$ cat src/logic/tug_pkg.sv
package tug_pkg;

    typedef enum logic [2:0] {
        init,
        time_set,
        round_set,
        ready,
        counting_down,
        gaming,
        check,
        gameover
    } phase_t;

    typedef enum logic [1:0] {
        none,
        p1,
        p2,
        draw
    } winner_t;

    localparam int rope_w      = 9;
    localparam int rope_center = 4;

    localparam logic [6:0] sec_step = 7'd5;
    localparam logic [6:0] sec_min  = 7'd5;
    localparam logic [6:0] sec_max  = 7'd95;
    localparam logic [3:0] win_max  = 4'd9;

    localparam logic [1:0] countdown_secs = 2'd3;

    localparam int def_clk_per_sec     = 12_000_000;   // 12 MHz board clock
    localparam int def_debounce_cycles = 240_000;      // about 20 ms

    localparam logic [7:0] seg_dash = 8'h40;

    function automatic logic [7:0] seg_of_digit(input logic [3:0] digit);
        case (digit)
            4'd0: return 8'h3f;
            4'd1: return 8'h06;
            4'd2: return 8'h5b;
            4'd3: return 8'h4f;
            4'd4: return 8'h66;
            4'd5: return 8'h6d;
            4'd6: return 8'h7d;
            4'd7: return 8'h07;
            4'd8: return 8'h7f;
            4'd9: return 8'h6f;
            default: return 8'h00;     // blank
        endcase
    endfunction

endpackage

$ cat src/logic/game_if.sv
interface game_if;

    tug_pkg::phase_t phase;
    logic [6:0]      sec_set;
    logic [3:0]      win_target;
    logic [6:0]      sec_left;
    logic [1:0]      cd_left;      // start countdown, 3 down to 1
    logic [4:0]      round_no;
    logic [3:0]      score1;
    logic [3:0]      score2;

    modport src (
        output phase, sec_set, win_target, sec_left, cd_left,
        output round_no, score1, score2
    );

    modport sink (
        input phase, sec_set, win_target, sec_left, cd_left,
        input round_no, score1, score2
    );

endinterface

$ cat src/logic/rope_if.sv
interface rope_if;

    logic             active;      // level, high in gaming
    logic             start;       // pulse on entry to gaming
    logic             time_up;
    logic             done;        // pulse, round decided
    tug_pkg::winner_t winner;

    modport ctrl (
        output active, start, time_up,
        input  done, winner
    );

    modport judge (
        input  active, start, time_up,
        output done, winner
    );

endinterface

$ cat src/logic/key_debounce.sv
module key_debounce #(
    parameter int debounce_cycles = 240_000
) (
    input  logic clk,
    input  logic rst,
    input  logic key,
    output logic key_pulse
);

    localparam int cnt_w = $clog2(debounce_cycles + 1);

    logic             key_q;
    logic             stable;
    logic [cnt_w-1:0] cnt;

    always_ff @(posedge clk or negedge rst)
    begin
        if (!rst)
        begin
            key_q     <= 1'b0;
            stable    <= 1'b0;
            cnt       <= '0;
            key_pulse <= 1'b0;
        end
        else
        begin
            key_q     <= key;
            key_pulse <= 1'b0;
            if (key_q == stable)
                cnt <= '0;                             // bounce, start over
            else if (cnt == cnt_w'(debounce_cycles - 1))
            begin
                cnt       <= '0;
                stable    <= key_q;
                key_pulse <= key_q;                    // rising edge only
            end
            else
                cnt <= cnt + 1'b1;
        end
    end

endmodule

$ cat src/logic/match_ctrl.sv
module match_ctrl #(
    parameter int clk_per_sec = 12_000_000
) (
    input  logic       clk,
    input  logic       rst,
    input  logic       set_pulse,
    input  logic       refer_pulse,
    input  logic [6:0] sec_set,
    input  logic [3:0] win_target,
    rope_if.ctrl       rc,
    game_if.src        gs,
    output logic       round_led1,
    output logic       round_led2,
    output logic       match_led1,
    output logic       match_led2
);

    localparam int tick_w = (clk_per_sec > 1) ? $clog2(clk_per_sec) : 1;

    logic [tick_w-1:0] tick;
    logic              sec_tick;
    logic              scored;         // first cycle of check
    logic              target_hit;
    tug_pkg::winner_t  result;

    assign sec_tick   = (tick == tick_w'(clk_per_sec - 1));
    assign target_hit = (gs.score1 == win_target) || (gs.score2 == win_target);

    assign rc.active  = (gs.phase == tug_pkg::gaming);
    assign rc.time_up = rc.active && (gs.sec_left == 7'd0);

    assign gs.sec_set    = sec_set;
    assign gs.win_target = win_target;

    // one-second tick, runs only while counting
    always_ff @(posedge clk or negedge rst)
    begin
        if (!rst)
            tick <= '0;
        else if ((gs.phase == tug_pkg::counting_down || gs.phase == tug_pkg::gaming)
                 && !sec_tick)
            tick <= tick + 1'b1;
        else
            tick <= '0;
    end

    always_ff @(posedge clk or negedge rst)
    begin
        if (!rst)
        begin
            gs.phase    <= tug_pkg::init;
            gs.cd_left  <= 2'd0;
            gs.sec_left <= 7'd0;
            gs.round_no <= 5'd1;
            gs.score1   <= 4'd0;
            gs.score2   <= 4'd0;
            rc.start    <= 1'b0;
            scored      <= 1'b0;
            result      <= tug_pkg::none;
            round_led1  <= 1'b0;
            round_led2  <= 1'b0;
            match_led1  <= 1'b0;
            match_led2  <= 1'b0;
        end
        else
        begin
            rc.start <= 1'b0;
            scored   <= 1'b0;
            case (gs.phase)
                tug_pkg::init:
                    gs.phase <= tug_pkg::time_set;
                tug_pkg::time_set:
                    if (set_pulse)
                        gs.phase <= tug_pkg::round_set;
                tug_pkg::round_set:
                    if (set_pulse)
                        gs.phase <= tug_pkg::ready;
                tug_pkg::ready:
                    if (refer_pulse)
                    begin
                        gs.phase   <= tug_pkg::counting_down;
                        gs.cd_left <= tug_pkg::countdown_secs;
                    end
                tug_pkg::counting_down:
                    if (sec_tick)
                    begin
                        if (gs.cd_left == 2'd1)
                        begin
                            gs.phase    <= tug_pkg::gaming;
                            gs.sec_left <= sec_set;
                            rc.start    <= 1'b1;
                        end
                        else
                            gs.cd_left <= gs.cd_left - 2'd1;
                    end
                tug_pkg::gaming:
                    if (rc.done)
                    begin
                        gs.phase <= tug_pkg::check;
                        result   <= rc.winner;
                        scored   <= 1'b1;
                    end
                    else if (sec_tick && gs.sec_left != 7'd0)
                        gs.sec_left <= gs.sec_left - 7'd1;   // holds at zero
                tug_pkg::check:
                    if (scored)
                    begin
                        gs.round_no <= gs.round_no + 5'd1;
                        if (result == tug_pkg::p1)
                        begin
                            gs.score1  <= gs.score1 + 4'd1;
                            round_led1 <= 1'b1;
                        end
                        else if (result == tug_pkg::p2)
                        begin
                            gs.score2  <= gs.score2 + 4'd1;
                            round_led2 <= 1'b1;
                        end
                    end
                    else if (target_hit)
                    begin
                        gs.phase   <= tug_pkg::gameover;
                        match_led1 <= (gs.score1 == win_target);
                        match_led2 <= (gs.score2 == win_target);
                    end
                    else if (refer_pulse)
                    begin
                        gs.phase   <= tug_pkg::counting_down;
                        gs.cd_left <= tug_pkg::countdown_secs;
                        round_led1 <= 1'b0;
                        round_led2 <= 1'b0;
                    end
                tug_pkg::gameover:
                    gs.phase <= tug_pkg::gameover;    // until reset
            endcase
        end
    end

endmodule

$ cat src/logic/match_setup.sv
module match_setup (
    input  logic            clk,
    input  logic            rst,
    input  logic            plus_pulse,
    input  logic            minus_pulse,
    input  tug_pkg::phase_t phase,
    output logic [6:0]      sec_set,
    output logic [3:0]      win_target
);

    logic up;
    logic down;

    // both keys together cancel
    assign up   = plus_pulse && !minus_pulse;
    assign down = minus_pulse && !plus_pulse;

    always_ff @(posedge clk or negedge rst)
    begin
        if (!rst)
        begin
            sec_set    <= tug_pkg::sec_min;
            win_target <= 4'd1;
        end
        else if (phase == tug_pkg::time_set)
        begin
            if (up)
                sec_set <= (sec_set >= tug_pkg::sec_max) ? tug_pkg::sec_min
                                                         : sec_set + tug_pkg::sec_step;
            else if (down)
                sec_set <= (sec_set <= tug_pkg::sec_min) ? tug_pkg::sec_max
                                                         : sec_set - tug_pkg::sec_step;
        end
        else if (phase == tug_pkg::round_set)
        begin
            if (up)
                win_target <= (win_target >= tug_pkg::win_max) ? 4'd1 : win_target + 4'd1;
            else if (down)
                win_target <= (win_target <= 4'd1) ? tug_pkg::win_max : win_target - 4'd1;
        end
    end

endmodule

$ cat src/logic/rope_judge.sv
module rope_judge (
    input  logic                      clk,
    input  logic                      rst,
    input  logic                      player1_pulse,
    input  logic                      player2_pulse,
    rope_if.judge                     rj,
    output logic [tug_pkg::rope_w-1:0] rope
);

    localparam int rw  = tug_pkg::rope_w;
    localparam int mid = tug_pkg::rope_center;

    logic at_end;
    logic settled;     // result already reported this round
    logic move;
    logic judge_now;
    logic left_side;
    logic right_side;

    assign at_end     = rope[0] | rope[rw-1];
    assign left_side  = |rope[mid-1:0];
    assign right_side = |rope[rw-1:mid+1];

    // pulls stop once the rope is at an end or time is over
    assign move = rj.active && !settled && !at_end && !rj.time_up
                  && (player1_pulse ^ player2_pulse);
    assign judge_now = rj.active && !settled && (at_end || rj.time_up);

    always_ff @(posedge clk or negedge rst)
    begin
        if (!rst)
        begin
            rope    <= '0;
            settled <= 1'b1;
            rj.done <= 1'b0;
        end
        else
        begin
            rj.done <= 1'b0;
            if (rj.start)
            begin
                rope    <= rw'(1) << mid;
                settled <= 1'b0;
            end
            else if (judge_now)
            begin
                rj.done <= 1'b1;
                settled <= 1'b1;
            end
            else if (move)
            begin
                if (player1_pulse)
                    rope <= rope >> 1;                 // toward lamp 0
                else
                    rope <= rope << 1;
            end
        end
    end

    always_ff @(posedge clk)
    begin
        if (judge_now)
        begin
            if (left_side)
                rj.winner <= tug_pkg::p1;
            else if (right_side)
                rj.winner <= tug_pkg::p2;
            else
                rj.winner <= tug_pkg::draw;            // still at centre
        end
    end

endmodule

$ cat src/logic/seg_display.sv
module seg_display (
    input  logic       clk,
    input  logic       rst,
    game_if.sink       gd,
    output logic [7:0] segdata1,
    output logic [7:0] segdata0,
    output logic [7:0] seg,
    output logic [7:0] sel8
);

    logic [7:0][7:0] disp;     // digit 7 is leftmost
    logic [2:0]      scan;
    logic            scan_on;
    logic [3:0]      sec_set_tens;
    logic [3:0]      sec_set_units;
    logic [3:0]      sec_left_tens;
    logic [3:0]      sec_left_units;

    assign scan_on = (gd.phase >= tug_pkg::ready);

    assign sec_set_tens   = 4'(gd.sec_set / 7'd10);
    assign sec_set_units  = 4'(gd.sec_set % 7'd10);
    assign sec_left_tens  = 4'(gd.sec_left / 7'd10);
    assign sec_left_units = 4'(gd.sec_left % 7'd10);

    always_comb
    begin
        disp[7] = tug_pkg::seg_of_digit(gd.win_target);
        disp[6] = tug_pkg::seg_dash;
        disp[5] = tug_pkg::seg_of_digit(4'(gd.round_no / 5'd10));
        disp[4] = tug_pkg::seg_of_digit(4'(gd.round_no % 5'd10));
        disp[3] = tug_pkg::seg_of_digit(gd.score1);
        disp[2] = tug_pkg::seg_dash;
        disp[1] = tug_pkg::seg_dash;
        disp[0] = tug_pkg::seg_of_digit(gd.score2);
    end

    // two-digit display on the core board
    always_ff @(posedge clk or negedge rst)
    begin
        if (!rst)
        begin
            segdata1 <= 8'h00;
            segdata0 <= 8'h00;
        end
        else
        begin
            case (gd.phase)
                tug_pkg::time_set, tug_pkg::ready:
                begin
                    segdata1 <= tug_pkg::seg_of_digit(sec_set_tens);
                    segdata0 <= tug_pkg::seg_of_digit(sec_set_units);
                end
                tug_pkg::round_set:
                    segdata1 <= tug_pkg::seg_of_digit(gd.win_target);
                tug_pkg::counting_down:
                    segdata0 <= tug_pkg::seg_of_digit({2'b00, gd.cd_left});
                tug_pkg::gaming:
                begin
                    segdata1 <= tug_pkg::seg_of_digit(sec_left_tens);
                    segdata0 <= tug_pkg::seg_of_digit(sec_left_units);
                end
                default: ;             // check and gameover keep the last value
            endcase
        end
    end

    // eight-digit scan, sel8 active low
    always_ff @(posedge clk or negedge rst)
    begin
        if (!rst)
        begin
            scan <= 3'd0;
            sel8 <= 8'hff;
            seg  <= 8'h00;
        end
        else if (scan_on)
        begin
            scan <= scan + 3'd1;
            sel8 <= ~(8'b1 << scan);
            seg  <= disp[scan];
        end
        else
            sel8 <= 8'hff;
    end

endmodule

$ cat src/logic/tug_top.sv
module tug_top #(
    parameter int clk_per_sec     = tug_pkg::def_clk_per_sec,
    parameter int debounce_cycles = tug_pkg::def_debounce_cycles
) (
    input  logic                      clk,
    input  logic                      rst,
    input  logic                      set,
    input  logic                      plus,
    input  logic                      minus,
    input  logic                      refer,
    input  logic                      player1,
    input  logic                      player2,
    output logic [tug_pkg::rope_w-1:0] rope,
    output logic [7:0]                segdata1,
    output logic [7:0]                segdata0,
    output logic [7:0]                seg,
    output logic [7:0]                sel8,
    output logic                      round_led1,
    output logic                      round_led2,
    output logic                      match_led1,
    output logic                      match_led2
);

    logic [5:0] keys;
    logic [5:0] pulses;        // set, plus, minus, refer, player1, player2
    logic [6:0] sec_set;
    logic [3:0] win_target;

    game_if gi ();
    rope_if ri ();

    assign keys = {set, plus, minus, refer, player1, player2};

    for (genvar i = 0; i < 6; i++)
    begin : g_key
        key_debounce #(
            .debounce_cycles (debounce_cycles)
        ) u_key (
            .clk       (clk),
            .rst       (rst),
            .key       (keys[i]),
            .key_pulse (pulses[i])
        );
    end

    match_setup u_setup (
        .clk         (clk),
        .rst         (rst),
        .plus_pulse  (pulses[4]),
        .minus_pulse (pulses[3]),
        .phase       (gi.phase),
        .sec_set     (sec_set),
        .win_target  (win_target)
    );

    match_ctrl #(
        .clk_per_sec (clk_per_sec)
    ) u_ctrl (
        .clk         (clk),
        .rst         (rst),
        .set_pulse   (pulses[5]),
        .refer_pulse (pulses[2]),
        .sec_set     (sec_set),
        .win_target  (win_target),
        .rc          (ri.ctrl),
        .gs          (gi.src),
        .round_led1  (round_led1),
        .round_led2  (round_led2),
        .match_led1  (match_led1),
        .match_led2  (match_led2)
    );

    rope_judge u_judge (
        .clk           (clk),
        .rst           (rst),
        .player1_pulse (pulses[1]),
        .player2_pulse (pulses[0]),
        .rj            (ri.judge),
        .rope          (rope)
    );

    seg_display u_disp (
        .clk      (clk),
        .rst      (rst),
        .gd       (gi.sink),
        .segdata1 (segdata1),
        .segdata0 (segdata0),
        .seg      (seg),
        .sel8     (sel8)
    );

endmodule

$ cat config.mk
export PLATFORM = sky130hd
export DESIGN_NAME = tug_top
export DESIGN_NICKNAME = d
export VERILOG_FILES = /design/src/logic/tug_pkg.sv /design/src/logic/game_if.sv /design/src/logic/rope_if.sv /design/src/logic/key_debounce.sv /design/src/logic/match_ctrl.sv /design/src/logic/match_setup.sv /design/src/logic/rope_judge.sv /design/src/logic/seg_display.sv /design/src/logic/tug_top.sv
export SDC_FILE = /design/constraint.sdc
export NUM_CORES = 1
export LEC_CHECK = 0
export BUFFER_PORTS_ARGS = -buffer_cell sky130_fd_sc_hd__buf_2
export CAP_MARGIN = 20
export CELL_PAD_IN_SITES_DETAIL_PLACEMENT = 1
export CELL_PAD_IN_SITES_GLOBAL_PLACEMENT = 1
export CORE_MARGIN = 1
export CORE_UTILIZATION = 40
export DETAILED_ROUTE_END_ITERATION = 8
export HOLD_SLACK_MARGIN = 0.12
export PLACE_DENSITY = 0.74
export SYNTH_ARGS = -nofsm -noshare
export SYNTH_HDL_FRONTEND = slang
export SYNTH_SLANG_ARGS = --single-unit
export TNS_END_PERCENT = 100
$ cat constraint.sdc
create_clock -name clk -period 8.19 [get_ports clk]
set_input_delay 0.819 -clock clk [delete_from_list [all_inputs] [get_ports clk]]
set_output_delay 0.819 -clock clk [all_outputs]
set_load 0.05 [all_outputs]
== Word-level counts from Yosys, hierarchy flattened ==
Memory sizes are Yosys's and may differ from the RTL's.
Cells that the tools add are included.
Cells by class
  add/subtract/negate cells: 17
  equal/unequal tests: 42
  div/mod/pow operators: 6
  reduce and logical (&&, ||, !) cells: 53
  magnitude comparators: 6
  muxes and demuxes: 80
  bitwise logic cells: 12
  shift operators: 1
Operator list (number)
  $mux W18: 12
  $add A18 B1 Y18 const B: 6
  $eq A18 B18 Y1 const B: 6
  $mux W7: 8
  $pmux W8 S3: 2
  $mux W9: 4
  $pmux W8 S4: 1
  $mux W1: 29
  $add A24 B1 Y24 const B: 1
  $bmux W8 S3: 1
  $eq A24 B24 Y1 const B: 1
  $mux W24: 1
  $mux W3: 8
  $ne A2 B2 Y1 const B: 12
  $pmux W3 S8: 1
  $reduce_and A2 Y1: 10
  $mux W4: 4
  $mux W8: 2
  $reduce_and A5 Y1: 3
  $div A7 B4 Y7 const B: 2
  $mod A7 B4 Y7 const B: 2
  $pmux W7 S2: 1
  $add A4 B1 Y4 const B: 3
  $eq A3 B3 Y1 const B: 4
  other kinds (43): 93
Word-level totals
  input bits: 8
  memory bits (read-only): 1120
  output and inout port bits: 45
  memories: 10
  flip-flop bits (word level): 242
  logic and storage cells: 276
Memories
  (name not given): words 16, width 7, rd ports 1, clocked after memory_dff 0, write ports 0, line tug_pkg.sv:37  | case (digit)
  (name not given): words 16, width 7, rd ports 1, clocked after memory_dff 0, write ports 0, line tug_pkg.sv:37
  (name not given): words 16, width 7, rd ports 1, clocked after memory_dff 0, write ports 0, line tug_pkg.sv:37
  (name not given): words 16, width 7, rd ports 1, clocked after memory_dff 0, write ports 0, line tug_pkg.sv:37
  (name not given): words 16, width 7, rd ports 1, clocked after memory_dff 0, write ports 0, line tug_pkg.sv:37
  (name not given): words 16, width 7, rd ports 1, clocked after memory_dff 0, write ports 0, line tug_pkg.sv:37
  +4 memories

== Longest topological paths before layout ==
  depth after elaboration: 8
  depth in mapped cells: 23
  mapped depth without buffers: 19

== Hierarchy ==
Synthesis repeated with hierarchy kept, for this count alone.
Second synthesis, totals
  cells, all modules: 1752
  area total of the unflattened synthesis: 16005.4 um2
By module, submodules not included
  key_debounce: times used 6, cells an instance 100, area each 1058.5 um2, sequential area each 525.5 um2
  seg_display: times used 1, cells an instance 642, area each 4799.6 um2, sequential area each 810.8 um2
  match_ctrl: times used 1, cells an instance 325, area each 3140.5 um2, sequential area each 1427.6 um2
  match_setup: times used 1, cells an instance 124, area each 1028.5 um2, sequential area each 279.0 um2
  rope_judge: times used 1, cells an instance 61, area each 685.7 um2, sequential area each 336.6 um2

== Least setup slack after synthesis ==
No wires, ideal clock.
  path kind: reg2reg
  start: register u_setup.sec_set[5]
  end: register u_disp.segdata0[0]
  setup slack: 4.240 ns
  setup time: 0.083 ns
  data arrival time: 3.867 ns
  path buffers: 5
  stages on the path, launching flop included: 20
  period minus slack after synthesis: 3.950 ns
  required time: 8.107 ns
  path through: dfrtp_1 -> buf_2 -> clkbuf_1 -> buf_2 -> buf_1 -> o21ai_0 -> a21oi_1 -> nor2_1 -> nor2_1 -> ha_1 -> clkbuf_1 -> inv_1 -> and4_1 -> a211oi_2 -> inv_1 -> ha_1 -> and3_1 -> a2111oi_0 -> o32ai_1 -> o21ai_0
Between the ends
  longest elaborated chain between the ends: 3
RTL lines
  start, declared: line match_setup.sv:7  | output logic [6:0] sec_set,
  start signal, assigned: line match_setup.sv:22  | sec_set <= tug_pkg::sec_min;
  start signal, assigned: line match_setup.sv:28  | sec_set <= (sec_set >= tug_pkg::sec_max) ? tug_pkg::sec_min
  start signal, assigned: line match_setup.sv:31  | sec_set <= (sec_set <= tug_pkg::sec_min) ? tug_pkg::sec_max
  $mod A7 B4 Y7: line seg_display.sv:22  | assign sec_set_units = 4'(gd.sec_set % 7'd10);
  $mem_v2 Z16 W7
  $pmux W8 S3: line seg_display.sv:48  | case (gd.phase)
  end signal, assigned: line seg_display.sv:52  | segdata0 <= tug_pkg::seg_of_digit(sec_set_units);
  end signal, assigned: line seg_display.sv:57  | segdata0 <= tug_pkg::seg_of_digit({2'b00, gd.cd_left});
  end signal, assigned: line seg_display.sv:61  | segdata0 <= tug_pkg::seg_of_digit(sec_left_units);
  end, declared: line seg_display.sv:6  | output logic [7:0] segdata0,
No other way between the ends.
A chain may end at the register's enable or synchronous reset.

== Worst setup path after layout ==
  start: register u_setup.sec_set[6]
  end: register u_disp.segdata0[0]
The elaborated chain is that of the path after synthesis.

==> flow_summary.ini <==
[yosys]
ys_top_cells_by_count = dfrtp_1 (224), nor2_1 (214), nand2_1 (135)
synth.area.mux_share_pct = 2.10
synth_top_family_by_area = simple AND/OR/NAND/NOR gates
avgSynthCellArea_sq_um = 9.00
synth-simple-area-share_pct = 21.8
synth_async_sr_flop_share_pct = 99.2
synth_top_area_share_pct = 38.2
ys_seq_area_share_pct = 41.0
yosysTopAreaCell = dfrtp_1
synth_cell_type_count = 90
syn-instance-count = 1628
yosysMostFrequentCell = dfrtp_1
syn_area_sq_um = 14700
synth_fa_ha_area_share_pct = 6.83
yosys_register_bits = 239
yosys-top-cells-area = dfrtp_1 (38%), ha_1 (6.8%), nor2_1 (5.5%)
synthXorXnorAreaFrac_pct = 8.90
synth-compound-area-share_pct = 15.4
yosysWarnings = 0
ys.flop_type = dfrtp_1
synth-edff-count = 2

[critical_path]
rrSetupSlack_ns = 3.34
crit_fanout = 29
critPathBufInv = 2
r2r_start = u_setup.sec_set[6]
cp_data_arrival_time_ns = 5.34
r2r_end = u_disp.segdata0[0]
worst_path_max_delay_cell = dfrtp_1
critPathRequiredTime_ns = 8.68
slowest_delay_ns = 0.95
crit_chain = nand2b_1 > nand2_1 > o22ai_1 > nor2_1 > ha_1 > inv_1 > and4_1 > a211oi_2 > inv_1 > ha_1 > and3_1 > a2111oi_0 > o32ai_1 > o21ai_0
worstSetupPathType = flop to flop
reg2reg_depth = 14
start_kind = flop
crit_path_end_kind = flop
critPathTopFamily = compound AO/OA/AOI/OAI gates

[pwr]
max-vdd-ir-drop_v = 0.000139
p_leak_nw = 7.04
fin_total_pwr_mw = 2.64
power_per_cell_area_nw_per_um2 = 163

[drt]
via_per_inst = 5.64
drcViolationCount = 5
ant_nets = 0
wl_per_cell_um = 18.0
finalWirelength_um = 38300
via_count = 12000
dr.pass1.iters = 7
drt_iter0_markers = 600

[place]
placed_area_sq_um = 15200
dp_hpwl_um = 26000
routabilityCongestion = 0.850
io_buffers = 49
placedCellCount = 2069

[cts]
cts_buffers = 28
clk_pin_slew_ns = 0.07
post_cts_resized = 0
cts_setup_buffers = 0
htreeDepth = 1
clockRootBuffer = clkbuf_16
ctsHoldBuffers = 0
clock_latency_ns = 0.58
cts_buffer_depth = 3
tritoncts = done
cts.sinks = 239

[status]
status = finished, violations left
violations = design-rule violations

[finish]
drive_above_1_share_pct = 9.03
fin_cells = 2122
nFillCells = 4184
nets = 1727
multi_input_area_sq_um = 8080
ff_latch_area_sq_um = 6010
areaGrowthSynthToFinish_pct = 11.0
final_area_sq_um = 16300
antenna_cells = 0

[sta]
setup_viol = 0
tightest_slew_ns = 1.09
fin_skew_ns = 0.0136
fin_tns_setup_ns = 0
hold_slack_ns = 0.281
layout_min_cycle_time_ns = 4.85
relSlewSlack_pct = 26.6
slew_violations = 0
hold_viol = 0
period_share_pct = 59.3
max_freq_mhz = 206
rsz0062_at_grt = no

[min_path]
hold_path.class = input port to asynchronous set/reset pin

[die]
die_w_um = 193
die_y_um = 193
dieArea_sq_um = 37400
ios = 53
initial_core_util_pct = 40.9
core_area_sq_um = 35800
rows = 69

[grt]
grt_util_all_layers_pct = 20.5
grt-ovfl-total = 0
grt_max_degree = 146
grt_pass1_vias = 12300
grt_first_pass_wirelength_um = 64400
antenna_found_initial = 0

[job]
max-cap-violations = 0
## worst max path at each step
stage | from | end | depth (start not counted) | slack, ns
global route | u_setup.sec_set[6] | u_disp.segdata0[0] | 15 | 3.01
global placement | u_setup.sec_set[6] | u_disp.segdata0[0] | 15 | 3.96
floorplan | u_setup.sec_set[5] | u_disp.segdata0[0] | 19 | 4.24
detailed placement | u_setup.sec_set[6] | u_disp.segdata0[0] | 14 | 3.47
finish | u_setup.sec_set[6] | u_disp.segdata0[0] | 14 | 3.34
CTS | u_setup.sec_set[6] | u_disp.segdata0[0] | 14 | 3.45
## registers in the layout, indices dropped and copies added, names as in the netlist, 2 cells and up
register and cells:
g_key.u_key.cnt 108, g_key.u_key.key_pulse 6, g_key.u_key.key_q 6, g_key.u_key.stable 6
u_ctrl.gs.cd_left 2, u_ctrl.gs.phase 3, u_ctrl.gs.round_no 5, u_ctrl.gs.score1 4
u_ctrl.gs.score2 4, u_ctrl.gs.sec_left 7, u_ctrl.result 2, u_ctrl.tick 24
u_disp.scan 3, u_disp.seg 7, u_disp.segdata0 7, u_disp.segdata1 7
u_disp.sel8 8, u_judge.rj.winner 2, u_judge.rope 9, u_setup.sec_set 7
u_setup.win_target 4
## per-layer routing
layer	vias to the layer above	GRT usage (%)	routed length, um
met2	169	34.8	18400
met5	-	0	0
met1	6002	27.8	17800
met4	0	5.30	871
met3	51	2.48	1140
li1	5745	-	-
## cells in the final DEF, fill, tap and decap left out, drive strengths merged, types with 57 or more instances in the layout
cell type / instances
dfrtp: 224
nor2: 214
nand2: 135
a21oi: 95
xor2: 90
o21ai: 89
ha: 80
nand3: 70
inv: 60
xnor2: 59
buf: 57
## area by class of cell
class / instances / area share, %
Multi-Input combinational cell: 1251 / 49.7
Sequential cell: 239 / 36.9
Clock buffer: 38 / 4.78
Tap cell: 461 / 3.55
Timing Repair Buffer: 58 / 2.06
Clock inverter: 14 / 1.56
Inverter: 61 / 1.41
## per-stage QoR
stage	utilization [%]	worst slack, ns
2_1_floorplan	-	4.24
3_3_place_gp	42.5	3.96
3_5_place_dp	42.5	3.47
4_1_cts	45.4	3.45
5_1_grt	45.4	3.01
6_report	45.4	3.34
## power by group
group	switching, mW	internal, mW	leakage (nW)	total [mW]
sequential	0.0100	1.19	3.19	1.20
combinational	0.0403	0.0112	3.35	0.0515
clock	0.534	0.859	0.498	1.39
total	0.584	2.06	7.04	2.64
## worst reg2reg max path: cells and delay by family (launching register included)
| kind | cells | cell delay, ns |
|---|---|---|
| flops | 1 | 0.95 |
| compound gates | 5 | 1.56 |
| buf+inv | 2 | 0.35 |
| fa+ha+maj | 2 | 0.74 |
| simple gates | 5 | 1.19 |
## cells by family after synthesis
family                     after synthesis
AOI/OAI and AO/OA                      346
xor gates and xnor gates               149
adders and majority gates               80
buffers and inverters                  140
DFF                                    239
muxes                                   29
other                                    1
and+or+nand+nor                        644
No activity file was read; power rests on OpenSTA's default activity.
